### config.mk
export PLATFORM = sky130hd
export DESIGN_NAME = writeback
export DESIGN_NICKNAME = d
export VERILOG_FILES = /design/src/common/core_pkg.sv /design/src/hw/writeback.sv
export SDC_FILE = /design/constraint.sdc
export NUM_CORES = 1
export LEC_CHECK = 0
export ABC_AREA = 1
export BUFFER_PORTS_ARGS = -buffer_cell sky130_fd_sc_hd__buf_2
export CAP_MARGIN = 0
export CORE_AREA = 2 2 388 390
export DETAILED_ROUTE_END_ITERATION = 10
export DIE_AREA = 0 0 390 392
export PLACE_DENSITY_LB_ADDON = 0.15
export SETUP_SLACK_MARGIN = 0.1
export SLEW_MARGIN = 20
export SYNTH_ARGS = -nofsm -noshare
export SYNTH_HDL_FRONTEND = slang
export SYNTH_SLANG_ARGS = --single-unit
### constraint.sdc
create_clock -name clk -period 2.3 [get_ports clk]
set_input_delay 0 -clock clk [delete_from_list [all_inputs] [get_ports clk]]
set_output_delay 0 -clock clk [all_outputs]
set_load 0.01 [all_outputs]
### src/common/core_pkg.sv
`default_nettype none

package core_pkg;

    localparam int XLEN     = 64;
    localparam int NUM_REGS = 32;

    typedef logic [XLEN-1:0] xlen_t;
    typedef logic [4:0]      reg_idx_t;
    typedef logic [63:0]     pc_t;
    typedef logic [31:0]     count_t;

    typedef enum logic [3:0] {
        ALU_ADD,
        ALU_SUB,
        ALU_AND,
        ALU_OR,
        ALU_XOR,
        ALU_SLL,
        ALU_SRL,
        ALU_SRA,
        ALU_SLT,
        ALU_SLTU
    } alu_op_t;

    // Decoded bundle as it arrives at issue
    typedef struct packed {
        pc_t      pc;
        logic     is_mul;
        alu_op_t  alu_op;
        reg_idx_t dst;
        reg_idx_t rs1;
        reg_idx_t rs2;
        xlen_t    imm;
        logic     use_imm;
        logic     wb_en;
    } issue_req_t;

    // Operation with resolved operands, shared by both units
    typedef struct packed {
        pc_t      pc;
        alu_op_t  alu_op;
        reg_idx_t dst;
        logic     wb_en;
        xlen_t    operand1;
        xlen_t    operand2;
    } exec_req_t;

    // Completed result on its way to the register file
    typedef struct packed {
        pc_t      pc;
        reg_idx_t dst;
        logic     wb_en;
        xlen_t    result;
    } wb_rec_t;

endpackage

`default_nettype wire

### src/hw/writeback.sv
`timescale 1ns/1ps
`default_nettype none

module writeback
    import core_pkg::*;
(
    input  wire          clk,
    input  wire          rst,
    // From the units
    input  wire wb_rec_t ip_res,
    input  wire          ip_res_valid,
    input  wire wb_rec_t mul_res,
    input  wire          mul_res_valid,
    // Register file write ports
    output logic         wen0,
    output reg_idx_t     waddr0,
    output xlen_t        wdata0,
    output logic         wen1,
    output reg_idx_t     waddr1,
    output xlen_t        wdata1,
    // Forwarding back to issue
    output wb_rec_t      wb0,
    output logic         wb0_valid,
    output wb_rec_t      wb1,
    output logic         wb1_valid,
    // Commit records
    output wb_rec_t      commit0,
    output logic         commit0_valid,
    output wb_rec_t      commit1,
    output logic         commit1_valid,
    output count_t       instret
);

    // Integer pipe on port 0, multiply on port 1
    assign wen0   = ip_res_valid && ip_res.wb_en;
    assign waddr0 = ip_res.dst;
    assign wdata0 = ip_res.result;
    assign wen1   = mul_res_valid && mul_res.wb_en;
    assign waddr1 = mul_res.dst;
    assign wdata1 = mul_res.result;

    assign wb0       = ip_res;
    assign wb0_valid = ip_res_valid;
    assign wb1       = mul_res;
    assign wb1_valid = mul_res_valid;

    always_ff @(posedge clk) begin
        if (rst) begin
            commit0_valid <= 1'b0;
            commit1_valid <= 1'b0;
            instret       <= '0;
        end else begin
            commit0_valid <= ip_res_valid;
            commit1_valid <= mul_res_valid;
            // Counts the commits presented in the previous cycle
            instret       <= instret + count_t'(commit0_valid) + count_t'(commit1_valid);
        end
    end

    always_ff @(posedge clk) begin
        commit0 <= ip_res;
        commit1 <= mul_res;
    end

endmodule

`default_nettype wire

# After elaboration in Yosys (flattened, before gate mapping)
# Index checks and enable logic that the tools add are counted.
# totals
reg_bits,302
output_inout_bits,712
input_bits,272
# classes
reduce_logical,2
add_sub_neg,2
# op_table
cell,n
adder 32 x 1 -> 32 bit,2
logical AND 1 bit,2

# Logic depth before layout (Yosys ltp)
# logic_depth
depth_word,2
depth_mapped,11
ltp_nobuf,11

# Worst setup path after synthesis
# OpenSTA, ideal clock, no wires.
# synth_path
kind,reg-to-reg
startpoint,register commit0_valid
endpoint,register instret[14]
stages_incl_launch_ff,11
arrival_ns,1.771
synth_period_minus_slack_ns,1.887
slack_ns,0.413
setup_ns,0.116
cell_sequence,dfxtp_1 > inv_1 > fa_1 > inv_1 > ha_1 > nand2_1 > nor2_4 > nand2_1 > nor2_4 > and2_2 > nor2_1
# synth_between
elab_chain_cells,2
# synth_lines
item,line_no,source
"start, declared",writeback.sv:28,"output logic commit0_valid,"
"start signal, assigned",writeback.sv:53,commit0_valid <= ip_res_valid;
adder 32 x 1 -> 32 bit (2 in series),writeback.sv:56,instret <= instret + count_t'(commit0_valid) + count_t'(commit1_valid);
"end signal, assigned",writeback.sv:56,
"end, declared",writeback.sv:31,output count_t instret
# No other way between the ends.
# A chain may end at the register's enable or synchronous reset.

# Worst setup path after layout
# layout_path
startpoint,register commit0_valid
endpoint,register instret[30]
# The elaborated chain is that of the path after synthesis.

==> impl_metrics.csv <==
group,metric,value,unit
sta,tns,0,ns
synthesis,synth-seq-cells,302,
synthesis,synth_most_common_cell,"buf_4",
global_route,grt_pass1_wl,79.8,mm
placement,place.detailed.hpwl,55.2,mm
setup_path,reg2reg_depth,11,
final_layout,drive_above_1_share,0.572,
setup_path,cp_slowest_cell,"fa_1",
setup_path,crit_type,"flip-flop to flip-flop",
sta,rsz0062_at_grt,"no",
placement,dp_cells,3460,
drt,drt_first_pass_iters,4,
pwr,pwr_density_cell,736,nW/µm²
synthesis,synth_fp_nets,1214,
drt,met1Wirelength,23.7,mm
drt,wl,64.4,mm
sta,slew_violations,0,
synthesis,ys_async_sr_fraction,0,
final_layout,nets,2109,
setup_path,cp_common_cell,"nand2_1",
die,io_pins,984,
cts,htree_levels,2,
synthesis,synth_top_area_share,0.594,
drt,via_per_inst,2.36,
drt,ant_nets,0,
die,die_w,390,µm
sta,setup_violations,0,
worst_hold_path,whs_endpoint,"commit1[118]",
drt,vias,8999,
final_layout,syn_to_final_growth,82.1,%
synthesis,netlist_area,10200,µm²
synthesis,syn_avg_cell_area,10.8,µm²
die,die-area,153000,µm²
setup_path,startpoint_type,"flip-flop",
drt,drc,0,
final_layout,regArea,6050,µm²
worst_hold_path,hold_depth,2,
worst_hold_path,hp-class,"input port to flip-flop",
setup_path,crit_chain,"inv_1, fa_1, inv_1, ha_1, nand2_1, nor2_4, nand2_1, nor2_4, nand3_1, nand2_1, nor2_1",
die,die_h,392,µm
global_route,grt_max_degree,15,
die,core,149000,µm²
drt,highest_layer,"met5",
drt,route.met3.wl,6.32,mm
synthesis,seq_area_frac_synth,0.594,
cts,clk_pin_slew,0.06,ns
cts,clock_path_buffers,3,
placement,gp_congestion,0.724,
setup_path,rr_startpoint,"commit0_valid",
global_route,grt_util_all_layers,0.0783,
placement,place_area,14500,µm²
setup_path,cp_data_required_time,2.76,ns
drt,met2WireLength,33.1,mm
synthesis,yosysTopAreaCell,"dfxtp_1",
cts,clk_latency,0.56,ns
setup_path,r2r_slack,0.32,ns
sta,final-hold-violation-count,0,
cts,cts_root_buf,"clkbuf_16",
cts,cts_num_sinks,302,
final_layout,stdcell_count,3816,
sta,layout_min_cycle_time,1.98,ns
sta,finalCritPeriodShare,0.859,
setup_path,rr_endpoint,"instret[30]",
sta,maxSlewHeadroom,0.650,
pwr,max-vdd-ir-drop,431,µV
sta,worst_pin_slew,0.524,ns
setup_path,critical_path_arrival,2.43,ns
run,maxCapViolCount,0,
synthesis,synth_area_leaders,"dfxtp_1, buf_4, nand2_1, nor2_1, a21oi_1",
placement,numPortBuffers,983,
synthesis,synthFlopType,"dfxtp_1",
synthesis,synth_edf_count,0,
worst_hold_path,min_from,"mul_res[118]",
sta,fin_worst_skew,0.00740,ns
synthesis,synthTopCellsByCount,"buf_4, dfxtp_1, nand2_1",
pwr,cellLeakagePower,8.64,nW
final_layout,multi_input_area,948,µm²
global_route,grt_pass1_vias,8942,
status,status,"finished clean",
synthesis,synth_cell_types,25,
synthesis,syn_inst,940,
global_route,overflow,0,
cts,cts_buffers,40,
drt,drt_iter0_drc,198,
global_route,antenna_found_initial,20,
final_layout,design_area,18500,µm²
setup_path,max_stage_delay,0.46,ns
setup_path,crit_fanout,6,
drt,wl_per_cell,16.9,µm
final_layout,nFillCells,17200,
die,rows,142,
setup_path,crit_start,"commit0_valid",
setup_path,end_kind,"flip-flop",
die,start_util,0.0683,
sta,max_freq,0.506,GHz
final_layout,fin_util,0.124,
synthesis,synth_warnings,0,
cts,post_cts_buffers,0,
cts,cts_tree,"built",
-- flip-flops by register name, indices dropped and copies added (netlist names) --
signal / cells
instret: 32
commit0_valid: 1
commit1: 134
commit1_valid: 1
commit0: 134
-- where the power goes --
part           switching (mW)  total (mW)  internal [mW]
sequential             0.0645        5.56           5.49
clock                    2.48        6.09           3.62
combinational            1.10        2.00          0.899
total                    3.64        13.6           10.0
-- through the flow --
step / setup slack [ns] / total power, mW / hold WS, ns
2_1_floorplan: 0.413 / 6.57 / 0.0277
3_3_place_gp: 0.310 / 7.37 / 0.114
3_5_place_dp: 0.291 / 7.35 / 0.114
4_1_cts: 0.281 / 14.1 / 0.00215
5_1_grt: 0.163 / 14.4 / 0.0308
6_report: 0.324 / 13.6 / 0.0726
-- logic make-up (layout without fill, tap and decap cells) --
| family | Yosys count | count (layout) | synth area share |
|---|---|---|---|
| buf+inv | 439 | 1360 | 0.313 |
| compound gates | 30 | 30 | 0.0150 |
| fa+ha+maj | 2 | 2 | 0.00320 |
| other cells | 0 | 11 | 0 |
| xor+xnor | 2 | 2 | 0.00172 |
| flops | 302 | 302 | 0.594 |
| simple gates | 165 | 165 | 0.0733 |
-- final cells by class --
class	instances	area share
inverters	28	0.00567
well taps	1944	0.131
diodes	11	0.00149
repair buffers	1264	0.417
flip-flops and latches	302	0.326
clock buffers	59	0.0633
clock inverters	9	0.00405
multi-input cells	199	0.0512
-- cell usage in the layout, fill, tap and decap left out --
cell / n
nand2_2: 2
clkbuf_8: 8
nand2_1: 69
xnor2_1: 1
dlygate4sd3_1: 277
clkinvlp_4: 2
and2_1: 1
buf_2: 983
o21a_1: 1
clkbuf_16: 41
nand2_4: 2
inv_1: 28
ha_1: 1
nor2_1: 57
xor2_1: 1
nor2_2: 5
o21ai_0: 7
nand3_1: 17
bufinv_16: 1
diode_2: 11
clkbuf_1: 10
nor2_4: 8
or2_2: 1
and3_1: 1
dfxtp_1: 302
a21oi_1: 22
nor3_1: 1
clkinv_2: 6
fa_1: 1
and2_2: 1
buf_4: 4
-- worst max-delay path by stage --
stage,to,slack (ns),cells past startpoint
after floorplan,instret[14],0.41,10
after global placement,instret[30],0.31,11
after detailed placement,instret[30],0.29,11
after CTS,instret[30],0.28,11
after global routing,instret[30],0.16,11
final,instret[30],0.32,11
-- per-layer routing --
layer | vias up | track usage
met2 | 498 | 0.139
met5 | - | 0
li1 | 4287 | -
met3 | 54 | 0.0279
met1 | 4154 | 0.0884
met4 | 6 | 0.0193
-- critical path: cells and delay by family (launching register included) --
kind                       cells  cell delay [ns]
adders and majority gates      2             0.62
and+or+nand+nor                7             0.77
DFF                            1             0.33
buffers and inverters          2             0.15
-- what timing repair did --
| action | CTS | global route |
|---|---|---|
| resized for setup | 0 | 0 |
| hold buffers | 277 | 0 |
| setup endpoints to repair | 0 | 0 |
| endpoints found under the hold margin | 278 | 0 |
No activity file was read; power rests on OpenSTA's default activity.
