$ cat config.mk
export PLATFORM = sky130hd
export DESIGN_NAME = mul_unit
export DESIGN_NICKNAME = d
export VERILOG_FILES = /design/src/common/core_pkg.sv /design/src/mul/mul_unit.sv
export SDC_FILE = /design/constraint.sdc
export NUM_CORES = 1
export LEC_CHECK = 0
export BUFFER_PORTS_ARGS = -buffer_cell sky130_fd_sc_hd__buf_4
export CAP_MARGIN = 20
export CORE_MARGIN = 3
export CORE_UTILIZATION = 55
export DETAILED_ROUTE_END_ITERATION = 8
export GPL_TIMING_DRIVEN = 0
export MAX_ROUTING_LAYER = met4
export PLACE_DENSITY = 0.82
export REMOVE_ABC_BUFFERS = 1
export SLEW_MARGIN = 20
export SYNTH_ARGS = -nofsm -noshare
export SYNTH_HDL_FRONTEND = slang
export SYNTH_SLANG_ARGS = --single-unit
$ cat constraint.sdc
create_clock -name clk -period 18.3 [get_ports clk]
set_input_delay 2.745 -clock clk [delete_from_list [all_inputs] [get_ports clk]]
set_output_delay 2.745 -clock clk [all_outputs]
set_load 0.01 [all_outputs]
$ cat src/common/core_pkg.sv
`default_nettype none

package core_pkg;

    localparam int XLEN     = 64;
    localparam int NUM_REGS = 32;

    typedef logic [XLEN-1:0] xlen_t;
    typedef logic [4:0]      reg_idx_t;
    typedef logic [63:0]     pc_t;
    typedef logic [31:0]     count_t;

    typedef enum logic [3:0] {
        ALU_ADD,
        ALU_SUB,
        ALU_AND,
        ALU_OR,
        ALU_XOR,
        ALU_SLL,
        ALU_SRL,
        ALU_SRA,
        ALU_SLT,
        ALU_SLTU
    } alu_op_t;

    // Decoded bundle as it arrives at issue
    typedef struct packed {
        pc_t      pc;
        logic     is_mul;
        alu_op_t  alu_op;
        reg_idx_t dst;
        reg_idx_t rs1;
        reg_idx_t rs2;
        xlen_t    imm;
        logic     use_imm;
        logic     wb_en;
    } issue_req_t;

    // Operation with resolved operands, shared by both units
    typedef struct packed {
        pc_t      pc;
        alu_op_t  alu_op;
        reg_idx_t dst;
        logic     wb_en;
        xlen_t    operand1;
        xlen_t    operand2;
    } exec_req_t;

    // Completed result on its way to the register file
    typedef struct packed {
        pc_t      pc;
        reg_idx_t dst;
        logic     wb_en;
        xlen_t    result;
    } wb_rec_t;

endpackage

`default_nettype wire

$ cat src/mul/mul_unit.sv
`timescale 1ns/1ps
`default_nettype none

module mul_unit
    import core_pkg::*;
#(
    parameter int MUL_BITS_PER_CYCLE = 4
) (
    input  wire            clk,
    input  wire            rst,
    // From issue
    input  wire exec_req_t mul_req,
    input  wire            mul_valid,
    output logic           mul_ready,
    // To writeback
    output wb_rec_t        mul_res,
    output logic           mul_res_valid
);

    localparam int MUL_STEPS = XLEN / MUL_BITS_PER_CYCLE;
    localparam int CNT_W     = $clog2(MUL_STEPS);

    typedef enum logic [1:0] {
        MUL_IDLE,
        MUL_RUN,
        MUL_DONE
    } mul_state_t;

    mul_state_t state;
    logic [CNT_W-1:0] step_cnt;
    pc_t      pc_q;
    reg_idx_t dst_q;
    logic     wb_en_q;
    xlen_t    mcand_q;
    xlen_t    mplr_q;
    xlen_t    acc_q;
    xlen_t    acc_next;

    // Add the shifted multiplicand for each multiplier bit retired this step
    always_comb begin
        acc_next = acc_q;
        for (int j = 0; j < MUL_BITS_PER_CYCLE; j++) begin
            if (mplr_q[j]) begin
                acc_next = acc_next + (mcand_q << j);
            end
        end
    end

    always_ff @(posedge clk) begin
        if (rst) begin
            state         <= MUL_IDLE;
            mul_res_valid <= 1'b0;
        end else begin
            mul_res_valid <= 1'b0;
            case (state)
                MUL_IDLE: if (mul_valid) state <= MUL_RUN;
                MUL_RUN:  if (step_cnt == CNT_W'(MUL_STEPS - 1)) state <= MUL_DONE;
                MUL_DONE: begin
                    mul_res_valid <= 1'b1;
                    state         <= MUL_IDLE;
                end
                default:  state <= MUL_IDLE;
            endcase
        end
    end

    // Datapath
    always_ff @(posedge clk) begin
        if ((state == MUL_IDLE) && mul_valid) begin
            pc_q     <= mul_req.pc;
            dst_q    <= mul_req.dst;
            wb_en_q  <= mul_req.wb_en;
            mcand_q  <= mul_req.operand1;
            mplr_q   <= mul_req.operand2;
            acc_q    <= '0;
            step_cnt <= '0;
        end else if (state == MUL_RUN) begin
            acc_q    <= acc_next;
            mcand_q  <= mcand_q << MUL_BITS_PER_CYCLE;
            mplr_q   <= mplr_q >> MUL_BITS_PER_CYCLE;
            step_cnt <= step_cnt + 1'b1;
        end
    end

    assign mul_ready = (state == MUL_IDLE);

    // Held until the next request is taken
    assign mul_res.pc     = pc_q;
    assign mul_res.dst    = dst_q;
    assign mul_res.wb_en  = wb_en_q;
    assign mul_res.result = acc_q;

endmodule

`default_nettype wire

# After elaboration in Yosys (flattened, before gate mapping)
# Cells that the tools add are included.
[op_classes] n_eq_ne=5 n_reduce_logical=4 mux=12 addsub=5
[ops] operator="64-bit two-way mux" n=8
[ops] operator="64-bit adder" n=4
[ops] operator="4-bit by 1-bit adder with 4-bit output, second input constant" n=1
[ops] operator="4-bit equality test, second input constant" n=1
[ops] operator="2-bit two-way mux" n=2
[ops] operator="2-bit inequality test, second input constant" n=2
[ops] operator="2-bit case mux with 2 select lines" n=1
[ops] operator="2-bit by 1-bit equality test with 1-bit output, second input constant" n=1
[ops] operator="2-bit equality test, second input constant" n=1
[ops] operator="2-bit zero test" n=1
[ops] operator="2-bit AND reduction" n=1
[ops] operator="2-bit nonzero test" n=1
[ops] operator="1-bit logical AND" n=1
[ops] operator="1-bit two-way mux" n=1
[totals] output_inout_bits=136 wordCells=35 regBits=269

# Longest topological paths before layout
[depth] word_depth=8 ltp_mapped=53 depth_no_buf=51

# Least setup slack after synthesis
# No wires, ideal clock.
[synth_timing] kind="register to register" from="register mcand_q[4]" to="register acc_q[63]" n_path_buf=2 required_time_ns=18.027 slack_ns=8.513 arrival_ns=9.515 path_stages_with_launch=48 cell_sequence="edfxtp_1 -> ha_1 -> nand2_1 -> o31a_1 -> or3_1 -> a31o_2 -> o41ai_1 -> a21boi_0 -> xnor2_1 -> mux2_2 -> ha_1 -> a21oi_1 -> o21ai_0 -> a221oi_1 -> o21ai_0 -> a221oi_1 -> o31ai_1 -> a221oi_2 -> [... 12 more ...] -> o21ai_0 -> a2111oi_0 -> o31ai_1 -> xor2_1 -> nor2_1 -> a21oi_1 -> ha_1 -> clkbuf_1 -> nand4_1 -> or3_1 -> a211oi_1 -> nor2_1 -> o21ba_2 -> o21a_1 -> o21ba_2 -> xnor2_1 -> and3_1 -> o32ai_2"
[synth_via] elab_chain_cells=8
[synth_lines] element="from (decl)" line_no="mul_unit.sv:34" text="xlen_t mcand_q;"
[synth_lines] element="from (signal assigned)" line_no="mul_unit.sv:73" text="mcand_q <= mul_req.operand1;"
[synth_lines] element="from (signal assigned)" line_no="mul_unit.sv:79" text="mcand_q <= mcand_q << MUL_BITS_PER_CYCLE;"
[synth_lines] element="64-bit adder" line_no="mul_unit.sv:44" text="acc_next = acc_next + (mcand_q << j);"
[synth_lines] element="64-bit two-way mux" line_no="mul_unit.sv:43" text="if (mplr_q[j]) begin"
[synth_lines] element="64-bit adder" line_no="mul_unit.sv:44"
[synth_lines] element="64-bit two-way mux" line_no="mul_unit.sv:43"
[synth_lines] element="64-bit adder" line_no="mul_unit.sv:44"
[synth_lines] element="64-bit two-way mux" line_no="mul_unit.sv:43"
[synth_lines] element="64-bit adder" line_no="mul_unit.sv:44"
[synth_lines] element="64-bit two-way mux *" line_no="mul_unit.sv:43"
[synth_lines] element="to (signal assigned)" line_no="mul_unit.sv:78" text="acc_q <= acc_next;"
[synth_lines] element="to (decl)" line_no="mul_unit.sv:36" text="xlen_t acc_q;"
# Mark *: on every way between the ends. The rest lies on a longest branch, timed or not.
# A chain may end at the register's enable or synchronous reset.

# Final worst setup path
[layout_timing] from="register mcand_q[3]" to="register acc_q[63]"
# The elaborated chain is that of the path after synthesis.

==> load_flow_metrics.sql <==
INSERT INTO impl_metrics (metric_group, metric, value, unit) VALUES
('outcome', 'run_status', 'completed', ''),
('routing', 'num_vias', '26600', ''),
('yosys', 'synth.yosys.seq_area_share', '27.7', '%'),
('die', 'std_cell_rows', '80', ''),
('yosys', 'post_synthesis_register_bit_count', '269', ''),
('yosys', 'post-synth-top-area-fraction', '22.3', '%'),
('yosys', 'synth-edff-count', '198', ''),
('timing', 'timing.final.crit_share', '68.2', '%'),
('yosys', 'synth_top_cells_by_area', 'edfxtp_1 22%, ha_1 12%, nand2_1 9.2%', ''),
('timing', 'timing.max_slew.rel_slack', '29.7', '%'),
('global_routing', 'first_pass_grt_wire_length', '138000', 'um'),
('routing', 'first_iter_violations', '3001', ''),
('clock_tree', 'h_tree_lvl_count', '2', ''),
('critical_path', 'worstSetupPathType', 'reg -> reg', ''),
('final_layout', 'layout.nets', '4026', ''),
('clock_tree', 'cts_resized', '0', ''),
('die', 'io_pins', '341', ''),
('run', 'timing.max_cap.violations', '0', ''),
('die', 'dieWidth', '226', 'um'),
('yosys', 'syn-mean-instance-area', '7.98', 'um2'),
('final_layout', 'regArea', '7370', 'um2'),
('clock_tree', 'total_setup_buffers_inserted_after_cts', '0', ''),
('timing', 'fin_crit', '12.48', 'ns'),
('clock_tree', 'clock_pin_slew_worst_setup_and_hold_paths', '0.06', 'ns'),
('die', 'die_y', '226', 'um'),
('critical_path', 'cp_slowest_stage_delay', '0.83', 'ns'),
('placement', 'hpwlAfterDp', '73100', 'um'),
('critical_path', 'slowest_stage', 'a2111oi_0', ''),
('die', 'coreArea', '47700', 'um2'),
('routing', 'route.met2.wl', '38400', 'um'),
('timing', 'maxClockFrequency', '80.2', 'MHz'),
('yosys', 'async_flop_share', '0', '%'),
('routing', 'routedWlPerCell', '22.0', 'um'),
('clock_tree', 'cts_tree', 'done', ''),
('timing', 'report.final.setup_viol', '0', ''),
('critical_path', 'kind_of_end_point_of_the_critical_path', 'flop', ''),
('global_routing', 'grt_pass1_vias', '24600', ''),
('clock_tree', 'tritoncts.num_buffers', '34', ''),
('final_layout', 'fill_cells', '4187', ''),
('clock_tree', 'clock_tree.root_cell', 'clkbuf_16', ''),
('critical_path', 'worst_setup_path_start_kind', 'flop', ''),
('global_routing', 'grt_start_max_net_pins', '108', ''),
('yosys', 'netlist_instances', '3340', ''),
('placement', 'io_buffer_count', '336', ''),
('die', 'die_area', '51100', 'um2'),
('yosys', 'synth_top_area_cell', 'edfxtp_1', ''),
('clock_tree', 'clock_latency', '0.56', 'ns'),
('critical_path', 'crit_family', 'compound AO/OA/AOI/OAI gates', ''),
('yosys', 'syn_area', '26600', 'um2'),
('routing', 'wirelength', '92500', 'um'),
('timing', 'grt_setup_unrepaired', 'no', ''),
('routing', 'met3RoutedLength', '10900', 'um'),
('routing', 'post_drt_via_cell_ratio', '6.32', ''),
('final_layout', 'fraction_of_layout_instances_using_a_drive_strength_above_1', '15.2', '%'),
('clock_tree', 'clock-sinks', '269', ''),
('die', 'start_util', '55.8', '%'),
('yosys', 'synth_flop_cell', 'edfxtp_1', ''),
('final_layout', 'multiInputGateArea', '18300', 'um2'),
('global_routing', 'globalRouteTotalUtil', '36.0', '%'),
('timing', 'final.setup_skew', '0.0238', 'ns'),
('critical_path', 'cp.required', '18.78', 'ns'),
('timing', 'setup-tns-final', '0', 'ns'),
('timing', 'worstMarginPinSlew', '1.03', 'ns'),
('critical_path', 'cp_num_buf_inv', '2', ''),
('routing', 'highest-signal-layer', 'met4', ''),
('routing', 'remaining_drc_errors', '0', ''),
('global_routing', 'grt.overflow.total', '0', ''),
('clock_tree', 'clock_path_buffers', '3', ''),
('critical_path', 'cell_mode_on_critical_path', 'a21oi_1', ''),
('final_layout', 'area.growth.synth_to_final', '16.3', '%'),
('timing', 'timing_hold_violations_final', '0', ''),
('global_routing', 'grt_antenna_before_repair', '3', ''),
('yosys', 'yosysWarnings', '0', ''),
('placement', 'globalplace.congestion', '1.00', ''),
('min_path', 'hp-class', 'reg -> reg', ''),
('routing', 'met1_length', '40900', 'um'),
('routing', 'drt.antenna.violating_nets', '0', ''),
('yosys', 'netlist-cell-type-count', '88', ''),
('clock_tree', 'cts_hold_buf', '0', ''),
('routing', 'dr.pass1.iters', '6', ''),
('critical_path', 'critical_path_arrival', '12.95', 'ns'),
('timing', 'timing_max_transition_violations_final', '0', ''),
('critical_path', 'worst-path-max-fanout', '8', '');
-- per-layer routing --
metal	track usage, %	vias up
met1	50.8	12400
met3	9.52	144
met2	51.2	1383
li1	-	12600
met5	-	-
met4	8.96	0
-- area by class of cell --
class	count	share of cell area, %
multi-input combinational	2811	59.1
clock inverter	19	0.888
clock buffer	41	3.00
inverter	90	1.14
sequential	269	23.8
antenna	3	0.0242
tap	615	2.48
timing repair buffer	360	9.61
-- worst register-to-register path, delay by kind of cell (launching register included) --
kind,cells,cell delay (ns)
xor+xnor,4,0.95
flops,1,0.51
mux,1,0.28
buf+inv,2,0.18
fa+ha+maj,4,1.64
simple gates,7,1.47
compound gates,27,7.40
-- synth_stat cells (all sizes together) (36+ instances only) --
master	n
nand2	654
a21oi	323
ha	251
o21ai	222
nor2	201
edfxtp	198
a21o	163
clkbuf	148
xnor2	136
xor2	96
inv	90
mux2	90
dfxtp	71
nand3	63
nand4	63
o21bai	49
a31oi	39
nand2b	36
-- registers in the layout, summed over array words and instances (netlist names), 2 cells and up --
signal	count
acc_q	64
mcand_q	64
mplr_q	64
pc_q	64
dst_q	5
step_cnt	4
state	2
-- through the flow --
stage	area [um2]	hold slack, ns	setup slack (ns)	util (%)	cells
after floorplan	26000	0.433	4.58	-	3170
after global placement	29300	0.447	-5.34	61.3	4121
after detailed placement	29800	0.464	6.13	62.4	4145
after CTS	31000	0.482	6.06	64.9	4205
after global routing	31000	0.502	5.07	64.9	4208
final	31000	0.488	5.82	64.9	4208
-- cells in the final DEF, fill, tap and decap left out, drive strengths merged, types with 27 or more instances in the layout --
cell    instances
nand2b         36
nand3          63
o21bai         49
edfxtp        198
a21oi         323
nor2          201
clkbuf         41
nand2         654
nor3           34
mux2           90
nand4          63
buf           360
xor2           96
o21ai         222
a21o          163
xnor2         136
ha            251
and3           33
o21a           27
a31oi          39
inv            92
dfxtp          71
-- kinds of logic after synthesis --
| logic type | count (synthesis) | share of synthesized area (%) |
|---|---|---|
| buf+inv | 260 | 3.73 |
| compound gates | 1021 | 24.4 |
| flops | 269 | 27.7 |
| mux | 116 | 4.78 |
| simple gates | 1186 | 19.6 |
| fa+ha+maj | 255 | 12.1 |
| xor+xnor | 233 | 7.71 |
-- final timing paths --
check | slack [ns] | cells after the start | endpoint | startpoint
max | 5.82 | 45 | acc_q[63] | mcand_q[3]
max reg2reg | 5.82 | 45 | acc_q[63] | mcand_q[3]
min reg2reg | 0.49 | 2 | state[1] | step_cnt[3]
min | 0.49 | 2 | state[1] | step_cnt[3]
Power is left out: the tool's default activity adds up to more than one toggle a clock period on the data nets, which glitch-free logic cannot reach.
