$ cat config.mk
export PLATFORM = sky130hd
export DESIGN_NAME = issue_unit
export DESIGN_NICKNAME = d
export VERILOG_FILES = /design/src/common/core_pkg.sv /design/src/issue/issue_unit.sv
export SDC_FILE = /design/constraint.sdc
export NUM_CORES = 1
export LEC_CHECK = 0
export BUFFER_PORTS_ARGS = -buffer_cell sky130_fd_sc_hd__clkbuf_2
export CELL_PAD_IN_SITES_DETAIL_PLACEMENT = 1
export CELL_PAD_IN_SITES_GLOBAL_PLACEMENT = 2
export CORE_AREA = 10 10 368 370
export CTS_CLUSTER_DIAMETER = 80
export DETAILED_ROUTE_END_ITERATION = 12
export DIE_AREA = 0 0 378 380
export PLACE_DENSITY_LB_ADDON = 0.1
export SLEW_MARGIN = 20
export SYNTH_ARGS = -nofsm -noshare
export SYNTH_HDL_FRONTEND = slang
export SYNTH_SLANG_ARGS = --single-unit
$ cat constraint.sdc
create_clock -name clk -period 3.67 [get_ports clk]
set_clock_uncertainty 0.2 [all_clocks]
set_input_delay 0.367 -clock clk [delete_from_list [all_inputs] [get_ports clk]]
set_output_delay 0.367 -clock clk [all_outputs]
set_load 0.02 [all_outputs]
$ cat src/common/core_pkg.sv
`default_nettype none

package core_pkg;

    localparam int XLEN     = 64;
    localparam int NUM_REGS = 32;

    typedef logic [XLEN-1:0] xlen_t;
    typedef logic [4:0]      reg_idx_t;
    typedef logic [63:0]     pc_t;
    typedef logic [31:0]     count_t;

    typedef enum logic [3:0] {
        ALU_ADD,
        ALU_SUB,
        ALU_AND,
        ALU_OR,
        ALU_XOR,
        ALU_SLL,
        ALU_SRL,
        ALU_SRA,
        ALU_SLT,
        ALU_SLTU
    } alu_op_t;

    // Decoded bundle as it arrives at issue
    typedef struct packed {
        pc_t      pc;
        logic     is_mul;
        alu_op_t  alu_op;
        reg_idx_t dst;
        reg_idx_t rs1;
        reg_idx_t rs2;
        xlen_t    imm;
        logic     use_imm;
        logic     wb_en;
    } issue_req_t;

    // Operation with resolved operands, shared by both units
    typedef struct packed {
        pc_t      pc;
        alu_op_t  alu_op;
        reg_idx_t dst;
        logic     wb_en;
        xlen_t    operand1;
        xlen_t    operand2;
    } exec_req_t;

    // Completed result on its way to the register file
    typedef struct packed {
        pc_t      pc;
        reg_idx_t dst;
        logic     wb_en;
        xlen_t    result;
    } wb_rec_t;

endpackage

`default_nettype wire

$ cat src/issue/issue_unit.sv
`timescale 1ns/1ps
`default_nettype none

module issue_unit
    import core_pkg::*;
(
    input  wire             clk,
    input  wire             rst,
    // Bundle input
    input  wire issue_req_t in_req,
    input  wire             in_valid,
    output logic            in_ready,
    // Register file read ports
    output reg_idx_t        raddr0,
    input  wire xlen_t      rdata0,
    output reg_idx_t        raddr1,
    input  wire xlen_t      rdata1,
    // To integer pipe
    output exec_req_t       ip_req,
    output logic            ip_valid,
    // To multiply unit
    output exec_req_t       mul_req,
    output logic            mul_valid,
    input  wire             mul_ready,
    // Results being written back
    input  wire wb_rec_t    wb0,
    input  wire             wb0_valid,
    input  wire wb_rec_t    wb1,
    input  wire             wb1_valid
);

    logic [NUM_REGS-1:0] busy;
    logic [NUM_REGS-1:0] clr_mask;
    logic [NUM_REGS-1:0] set_mask;
    logic [NUM_REGS-1:0] pending;
    logic                src_hazard;
    logic                dst_hazard;
    logic                fire;
    xlen_t               opr1;
    xlen_t               opr2;
    exec_req_t           req;

    function automatic logic fwd_hit(input wb_rec_t rec, input logic vld, input reg_idx_t idx);
        return vld && rec.wb_en && (rec.dst == idx) && (idx != '0);
    endfunction

    assign raddr0 = in_req.rs1;
    assign raddr1 = in_req.rs2;

    // Registers whose value lands on a writeback record this cycle
    always_comb begin
        clr_mask = '0;
        if (wb0_valid && wb0.wb_en) begin
            clr_mask[wb0.dst] = 1'b1;
        end
        if (wb1_valid && wb1.wb_en) begin
            clr_mask[wb1.dst] = 1'b1;
        end
    end

    // Busy and not forwardable right now
    assign pending = busy & ~clr_mask;

    assign src_hazard = pending[in_req.rs1] || (!in_req.use_imm && pending[in_req.rs2]);
    assign dst_hazard = in_req.wb_en && pending[in_req.dst];
    assign in_ready   = !src_hazard && !dst_hazard && (!in_req.is_mul || mul_ready);
    assign fire       = in_valid && in_ready;

    // Operand select, wb0 has priority over wb1
    always_comb begin
        opr1 = rdata0;
        if (fwd_hit(wb1, wb1_valid, in_req.rs1)) begin
            opr1 = wb1.result;
        end
        if (fwd_hit(wb0, wb0_valid, in_req.rs1)) begin
            opr1 = wb0.result;
        end

        opr2 = rdata1;
        if (fwd_hit(wb1, wb1_valid, in_req.rs2)) begin
            opr2 = wb1.result;
        end
        if (fwd_hit(wb0, wb0_valid, in_req.rs2)) begin
            opr2 = wb0.result;
        end
        if (in_req.use_imm) begin
            opr2 = in_req.imm;
        end
    end

    always_comb begin
        req.pc       = in_req.pc;
        req.alu_op   = in_req.alu_op;
        req.dst      = in_req.dst;
        req.wb_en    = in_req.wb_en;
        req.operand1 = opr1;
        req.operand2 = opr2;
    end

    assign ip_req    = req;
    assign mul_req   = req;
    assign ip_valid  = fire && !in_req.is_mul;
    assign mul_valid = fire && in_req.is_mul;

    // x0 never becomes busy
    always_comb begin
        set_mask = '0;
        if (fire && in_req.wb_en && (in_req.dst != '0)) begin
            set_mask[in_req.dst] = 1'b1;
        end
    end

    // Scoreboard, a new claim wins over a clear of the same register
    always_ff @(posedge clk) begin
        if (rst) begin
            busy <= '0;
        end else begin
            busy <= (busy & ~clr_mask) | set_mask;
        end
    end

endmodule

`default_nettype wire

== Word-level counts from Yosys, hierarchy flattened ==
Index checks and enable logic that the tools add are counted.

* Bits in registers: 32
* Input port bits: 552
* Word-level logic and storage cells: 68
* Output and inout port bits: 417

* Reduce and logical (&&, ||, !) cells: 31
* Equal/unequal tests: 4
* Bitwise gates (word level): 4
* Multiplexer cells: 20
* Magnitude comparators: 8

{| class="wikitable"
|+ Operators with widths
! cell !! number
|-
| $mux 64 || 5
|-
| $mux 32 || 3
|-
| $or 32x32->32 || 2
|-
| $and 32x32->32 || 1
|-
| $not 32->32 || 1
|-
| $lt 5x6->1 const B || 5
|-
| $logic_and 1x1->1 || 22
|-
| $eq 5x5->1 || 4
|-
| $bmux 1 s5 || 3
|-
| $demux 1 s5 || 3
|-
| $ge 5x1->1 const B || 3
|-
| $reduce_bool 5->1 || 3
|-
| $mux 1 || 6
|-
| $logic_not 1->1 || 4
|-
| $logic_or 1x1->1 || 2
|}

== Longest topological paths before layout ==
* Word-level depth: 21
* Gate-level depth with buffers: 11

== Worst setup path after synthesis ==
OpenSTA, ideal clock, no wires.

* Kind: input to output
* From: input port wb1[67] in the netlist's numbering
* To: output port ip_valid
* Slack: 0.307 ns
* Arrival time: 2.796 ns
* Stages: 10
* Path through: buf_4 or3b_4 o221ai_4 mux4_1 nand2_1 a32o_1 or4_1 buf_2 buf_6 nor4_2

* Word-level cells in the longest chain between the ends: 17

{| class="wikitable"
|+ RTL lines
! item !! line !! text
|-
| start, declared || issue_unit.sv:28 || <nowiki>input wire wb_rec_t wb1,</nowiki>
|-
| $lt 5x6->1 (implied by the code) or $ge 5x1->1 (tied branches) || issue_unit.sv:57 || <nowiki>clr_mask[wb1.dst] = 1'b1;</nowiki>
|-
| $logic_and 1x1->1 (implied by the code) || issue_unit.sv:57 ||
|-
| $mux 1 (implied by the code) || issue_unit.sv:57 ||
|-
| $demux 1 s5 * || issue_unit.sv:57 ||
|-
| $or 32x32->32 (no source line) * || - ||
|-
| $mux 32 * || issue_unit.sv:56 || <nowiki>if (wb1_valid && wb1.wb_en) begin</nowiki>
|-
| $not 32->32 * || issue_unit.sv:62 || <nowiki>assign pending = busy & ~clr_mask;</nowiki>
|-
| $and 32x32->32 * || issue_unit.sv:62 ||
|-
| $bmux 1 s5 || issue_unit.sv:64 || <nowiki>assign src_hazard = pending[in_req.rs1] || (!in_req.use_imm && pending[in_req.rs2]);</nowiki>
|-
| $mux 1 (implied by the code) || issue_unit.sv:64 ||
|-
| $logic_and 1x1->1 || issue_unit.sv:64 ||
|-
| $logic_or 1x1->1 || issue_unit.sv:64 ||
|-
| $logic_not 1->1 || issue_unit.sv:66 || <nowiki>assign in_ready = !src_hazard && !dst_hazard && (!in_req.is_mul || mul_ready);</nowiki>
|-
| $logic_and 1x1->1 * (2 in series) || issue_unit.sv:66 ||
|-
| $logic_and 1x1->1 * || issue_unit.sv:67 || <nowiki>assign fire = in_valid && in_ready;</nowiki>
|-
| $logic_and 1x1->1 * || issue_unit.sv:102 || <nowiki>assign ip_valid = fire && !in_req.is_mul;</nowiki>
|-
| end, declared || issue_unit.sv:20 || <nowiki>output logic ip_valid,</nowiki>
|}

Every way passes the cells marked *; elsewhere a longest branch is shown, timed or not. The select of a mux whose other input is x is not followed.

== Final worst setup path ==
* From: input port wb1[67] in the netlist's numbering
* To: output port mul_valid

* Word-level cells in the longest chain between the ends: 17

{| class="wikitable"
|+ RTL lines
! item !! line !! text
|-
| $lt 5x6->1 (implied by the code) or $ge 5x1->1 (tied branches) || issue_unit.sv:57 ||
|-
| $logic_and 1x1->1 (implied by the code) || issue_unit.sv:57 ||
|-
| $mux 1 (implied by the code) || issue_unit.sv:57 ||
|-
| $demux 1 s5 * || issue_unit.sv:57 ||
|-
| $or 32x32->32 (no source line) * || - ||
|-
| $mux 32 * || issue_unit.sv:56 ||
|-
| $not 32->32 * || issue_unit.sv:62 ||
|-
| $and 32x32->32 * || issue_unit.sv:62 ||
|-
| $bmux 1 s5 || issue_unit.sv:64 ||
|-
| $mux 1 (implied by the code) || issue_unit.sv:64 ||
|-
| $logic_and 1x1->1 || issue_unit.sv:64 ||
|-
| $logic_or 1x1->1 || issue_unit.sv:64 ||
|-
| $logic_not 1->1 || issue_unit.sv:66 ||
|-
| $logic_and 1x1->1 * (2 in series) || issue_unit.sv:66 ||
|-
| $logic_and 1x1->1 * || issue_unit.sv:67 ||
|-
| $logic_and 1x1->1 * || issue_unit.sv:103 || <nowiki>assign mul_valid = fire && in_req.is_mul;</nowiki>
|-
| end, declared || issue_unit.sv:23 || <nowiki>output logic mul_valid,</nowiki>
|}

Marked as above.

==> results.json <==
{
  "status": "finished clean",
  "power.total_uw": 2240,
  "clockBufferDepth": 2,
  "cpMostUsedCell": "clkbuf_2",
  "r2r_cells": 9,
  "cts_sinks": 32,
  "die_y_um": 380,
  "cts_root_buf": "clkbuf_16",
  "worst-path-max-fanout": 9,
  "peakVddDrop_v": 0.000171,
  "regToRegEndpoint": "busy[10]",
  "die_w_um": 378,
  "min_path_type": "reg -> reg",
  "critPathSlowestCell": "or4_4",
  "slew_viol_final": 0,
  "crit_family": "simple AND/OR/NAND/NOR gates",
  "ys_seq_area_share_pct": 7.21,
  "routedWlPerCell_um": 25.8,
  "core_area_um2": 128000,
  "pre_cts_slack_ns": -0.285,
  "ys_async_sr_fraction_pct": 0,
  "cp.depth": 9,
  "cpPeakStageDelay_ns": 0.58,
  "path_clk_slew_ns": 0.05,
  "drt.antenna.violating_nets": 0,
  "synth_nets": 1746,
  "grt_pass1_wl_mm": 111,
  "num_vias": 10558,
  "htreeDepth": 2,
  "nets": 2165,
  "p_int_uw": 1140,
  "min_from": "busy[0]",
  "vias_per_cell": 3.20,
  "synth_cell_types": 71,
  "max_cap_violations": 0,
  "final_core_util_pct": 10.5,
  "worstMarginPinSlew_ns": 1.09,
  "p_sw_uw": 1100,
  "rows": 132,
  "largest_register_ff_count": 32,
  "syn2layout_area_growth_pct": 51.1,
  "cp-endpoint": "mul_valid",
  "portBuffers": 636,
  "io_pins": 969,
  "synth_seq_cells": 32,
  "yosysWarnings": 0,
  "synth_edf_count": 0,
  "hold_violations": 0,
  "place_area_um2": 13000,
  "synth_area_per_cell_um2": 7.45,
  "cp.required_ns": 3.10,
  "timing.final.crit_share_pct": 95.5,
  "syn_inst": 1194,
  "first_pass_iters": 4,
  "regToRegSetupSlack_ns": 0.62,
  "maxSlewHeadroom_pct": 27.5,
  "dpl.hpwl_mm": 74.0,
  "crit_type": "in -> out",
  "powerDensity_nw_per_um2": 167,
  "routabilityCongestion": 0.749,
  "clockPowerShare_pct": 19.4,
  "p_leak_uw": 0.00630,
  "fin_ws_ns": 0.164,
  "end_kind": "output port",
  "drcViolationCount": 0,
  "worstPathArrival_ns": 2.94,
  "routed_wl_mm": 85.0,
  "finalSetupViolCount": 0,
  "stdcell_area_um2": 13400,
  "grt_pass1_vias": 11211,
  "startpoint_type": "primary input",
  "power_switching_share_pct": 49.1,
  "largestRegisters": "busy: 32 flops",
  "grt_antenna_before_repair": 40,
  "netlist_area_um2": 8890,
  "r2r-start": "busy[11]",
  "grt_max_degree": 129,
  "combPwrFrac_pct": 65.0,
  "overflow": 0,
  "postCtsHoldBufs": 0,
  "sequentialPowerShare_pct": 15.6,
  "clock_latency_ns": 0.29,
  "cts_buffers": 5,
  "drtIter0Drc": 409,
  "startpoint": "wb1[67]",
  "regMostFlops": "busy",
  "fin_crit_ns": 3.51,
  "start_util_pct": 6.92,
  "grt_usage_pct": 11.1,
  "path_buf_inv": 2,
  "dieArea_um2": 144000,
  "synth_flop_cell": "dfxtp_1",
  "layout-drive-gt1-share_pct": 56.8,
  "crit_path_cell_trace": "clkbuf_2 -> or3b_4 -> o221ai_2 -> o2bb2ai_1 -> a2111oi_0 -> a32o_1 -> or4_4 -> nor4_2 -> clkbuf_2",
  "max_freq_mhz": 285,
  "cts_tree": "done"
}
-- cell families after synthesis --
family | after synthesis | share of synthesized area, %
buffers and inverters | 394 | 29.7
AOI/OAI and AO/OA | 313 | 27.7
and+or+nand+nor | 296 | 16.9
muxes | 141 | 16.7
DFF | 32 | 7.21
xor gates and xnor gates | 18 | 1.77
-- per-stage QoR --
stage,instances,TNS (ns),hold WS (ns)
global placement,3278,-27.02,0.440
detailed placement,3278,-10.55,0.428
global route,3294,-0.000547,0.469
CTS,3286,0,0.437
finish,3299,0,0.442
floorplan,1194,0,0.245
-- Yosys cell counts, types with 6 or more instances --
cell type  instances  share of area [%]
buf_4            291                 25
nor2_1           147                6.2
mux2i_1          133                 15
a21oi_1           66                3.7
a211oi_1          65                5.5
a21o_1            64                5.4
clkbuf_1          58                2.4
nand3_1           37                2.1
dfxtp_1           32                7.2
o31ai_2           27                3.8
or2_2             24                1.7
o221ai_1          20                2.0
nand2_1           19               0.80
buf_2             17               0.96
buf_1             12               0.51
nand2b_1          10               0.70
xor2_1            10               0.99
o221ai_2           9                1.5
o22ai_1            9               0.63
inv_1              8               0.34
nor3_1             8               0.45
xnor2_1            8               0.79
buf_6              6               0.76
nand3b_1           6               0.51
nand4_1            6               0.42
or3b_4             6               0.76
-- power by group through the flow --
stage	combinational (µW)	clock (µW)	sequential, µW
after global placement	1490	0	358
after global routing	1580	468	350
after detailed placement	1480	0	358
after CTS	1490	455	350
after floorplan	1060	0	357
final	1460	435	350
-- worst min-delay path, stage by stage, from the launching register on --
cell and delay [ns]:
dfxtp_1 0.31, o221ai_2 0.10, buf_4 0.15, nor2_1 0.04
-- how the worst min path moves through the flow --
| stage | to | slack (ns) | cells after the start |
|---|---|---|---|
| after floorplan | busy[0] | 0.24 | 2 |
| after global placement | busy[30] | 0.44 | 3 |
| after detailed placement | busy[30] | 0.43 | 3 |
| after CTS | busy[30] | 0.44 | 3 |
| after global routing | busy[30] | 0.47 | 3 |
| final | busy[0] | 0.44 | 3 |
-- cell type report --
class                           instances  area [µm²]
Fill cell                           15474      115000
Tap cell                             1675        2100
Clock inverter                          2        10.0
Sequential cell                        32         641
Multi-Input combinational cell        768        5790
Inverter                               10        37.5
Clock buffer                            6         139
Timing Repair Buffer                  796        4700
Antenna cell                           10        25.0
-- per-layer routing --
layer / track usage (%) / up-vias / routed length (µm)
li1: - / 4883 / -
met1: 13.6 / 5089 / 36100
met2: 19.3 / 439 / 41200
met3: 2.75 / 115 / 5680
met4: 2.75 / 32 / 1830
met5: 0 / - / 193
-- layout by cell type (no fill, tap or decap), types with 13 or more instances in the layout --
| master | instances |
|---|---|
| a211oi_1 | 55 |
| o221ai_2 | 14 |
| nand3_1 | 35 |
| buf_4 | 136 |
| o31ai_2 | 27 |
| clkbuf_2 | 626 |
| nor2_1 | 147 |
| nand2_1 | 18 |
| a21o_1 | 64 |
| a21oi_1 | 66 |
| buf_12 | 22 |
| or2_2 | 24 |
| o221ai_1 | 13 |
| mux2i_1 | 133 |
| dfxtp_1 | 32 |
-- timing repair --
item	in CTS	in global routing
pin swaps	1	8
gates cloned	0	1
setup buffers	0	2
resized for setup	13	29
endpoints found under the setup margin	106	57
No activity file was read; power rests on OpenSTA's default activity.
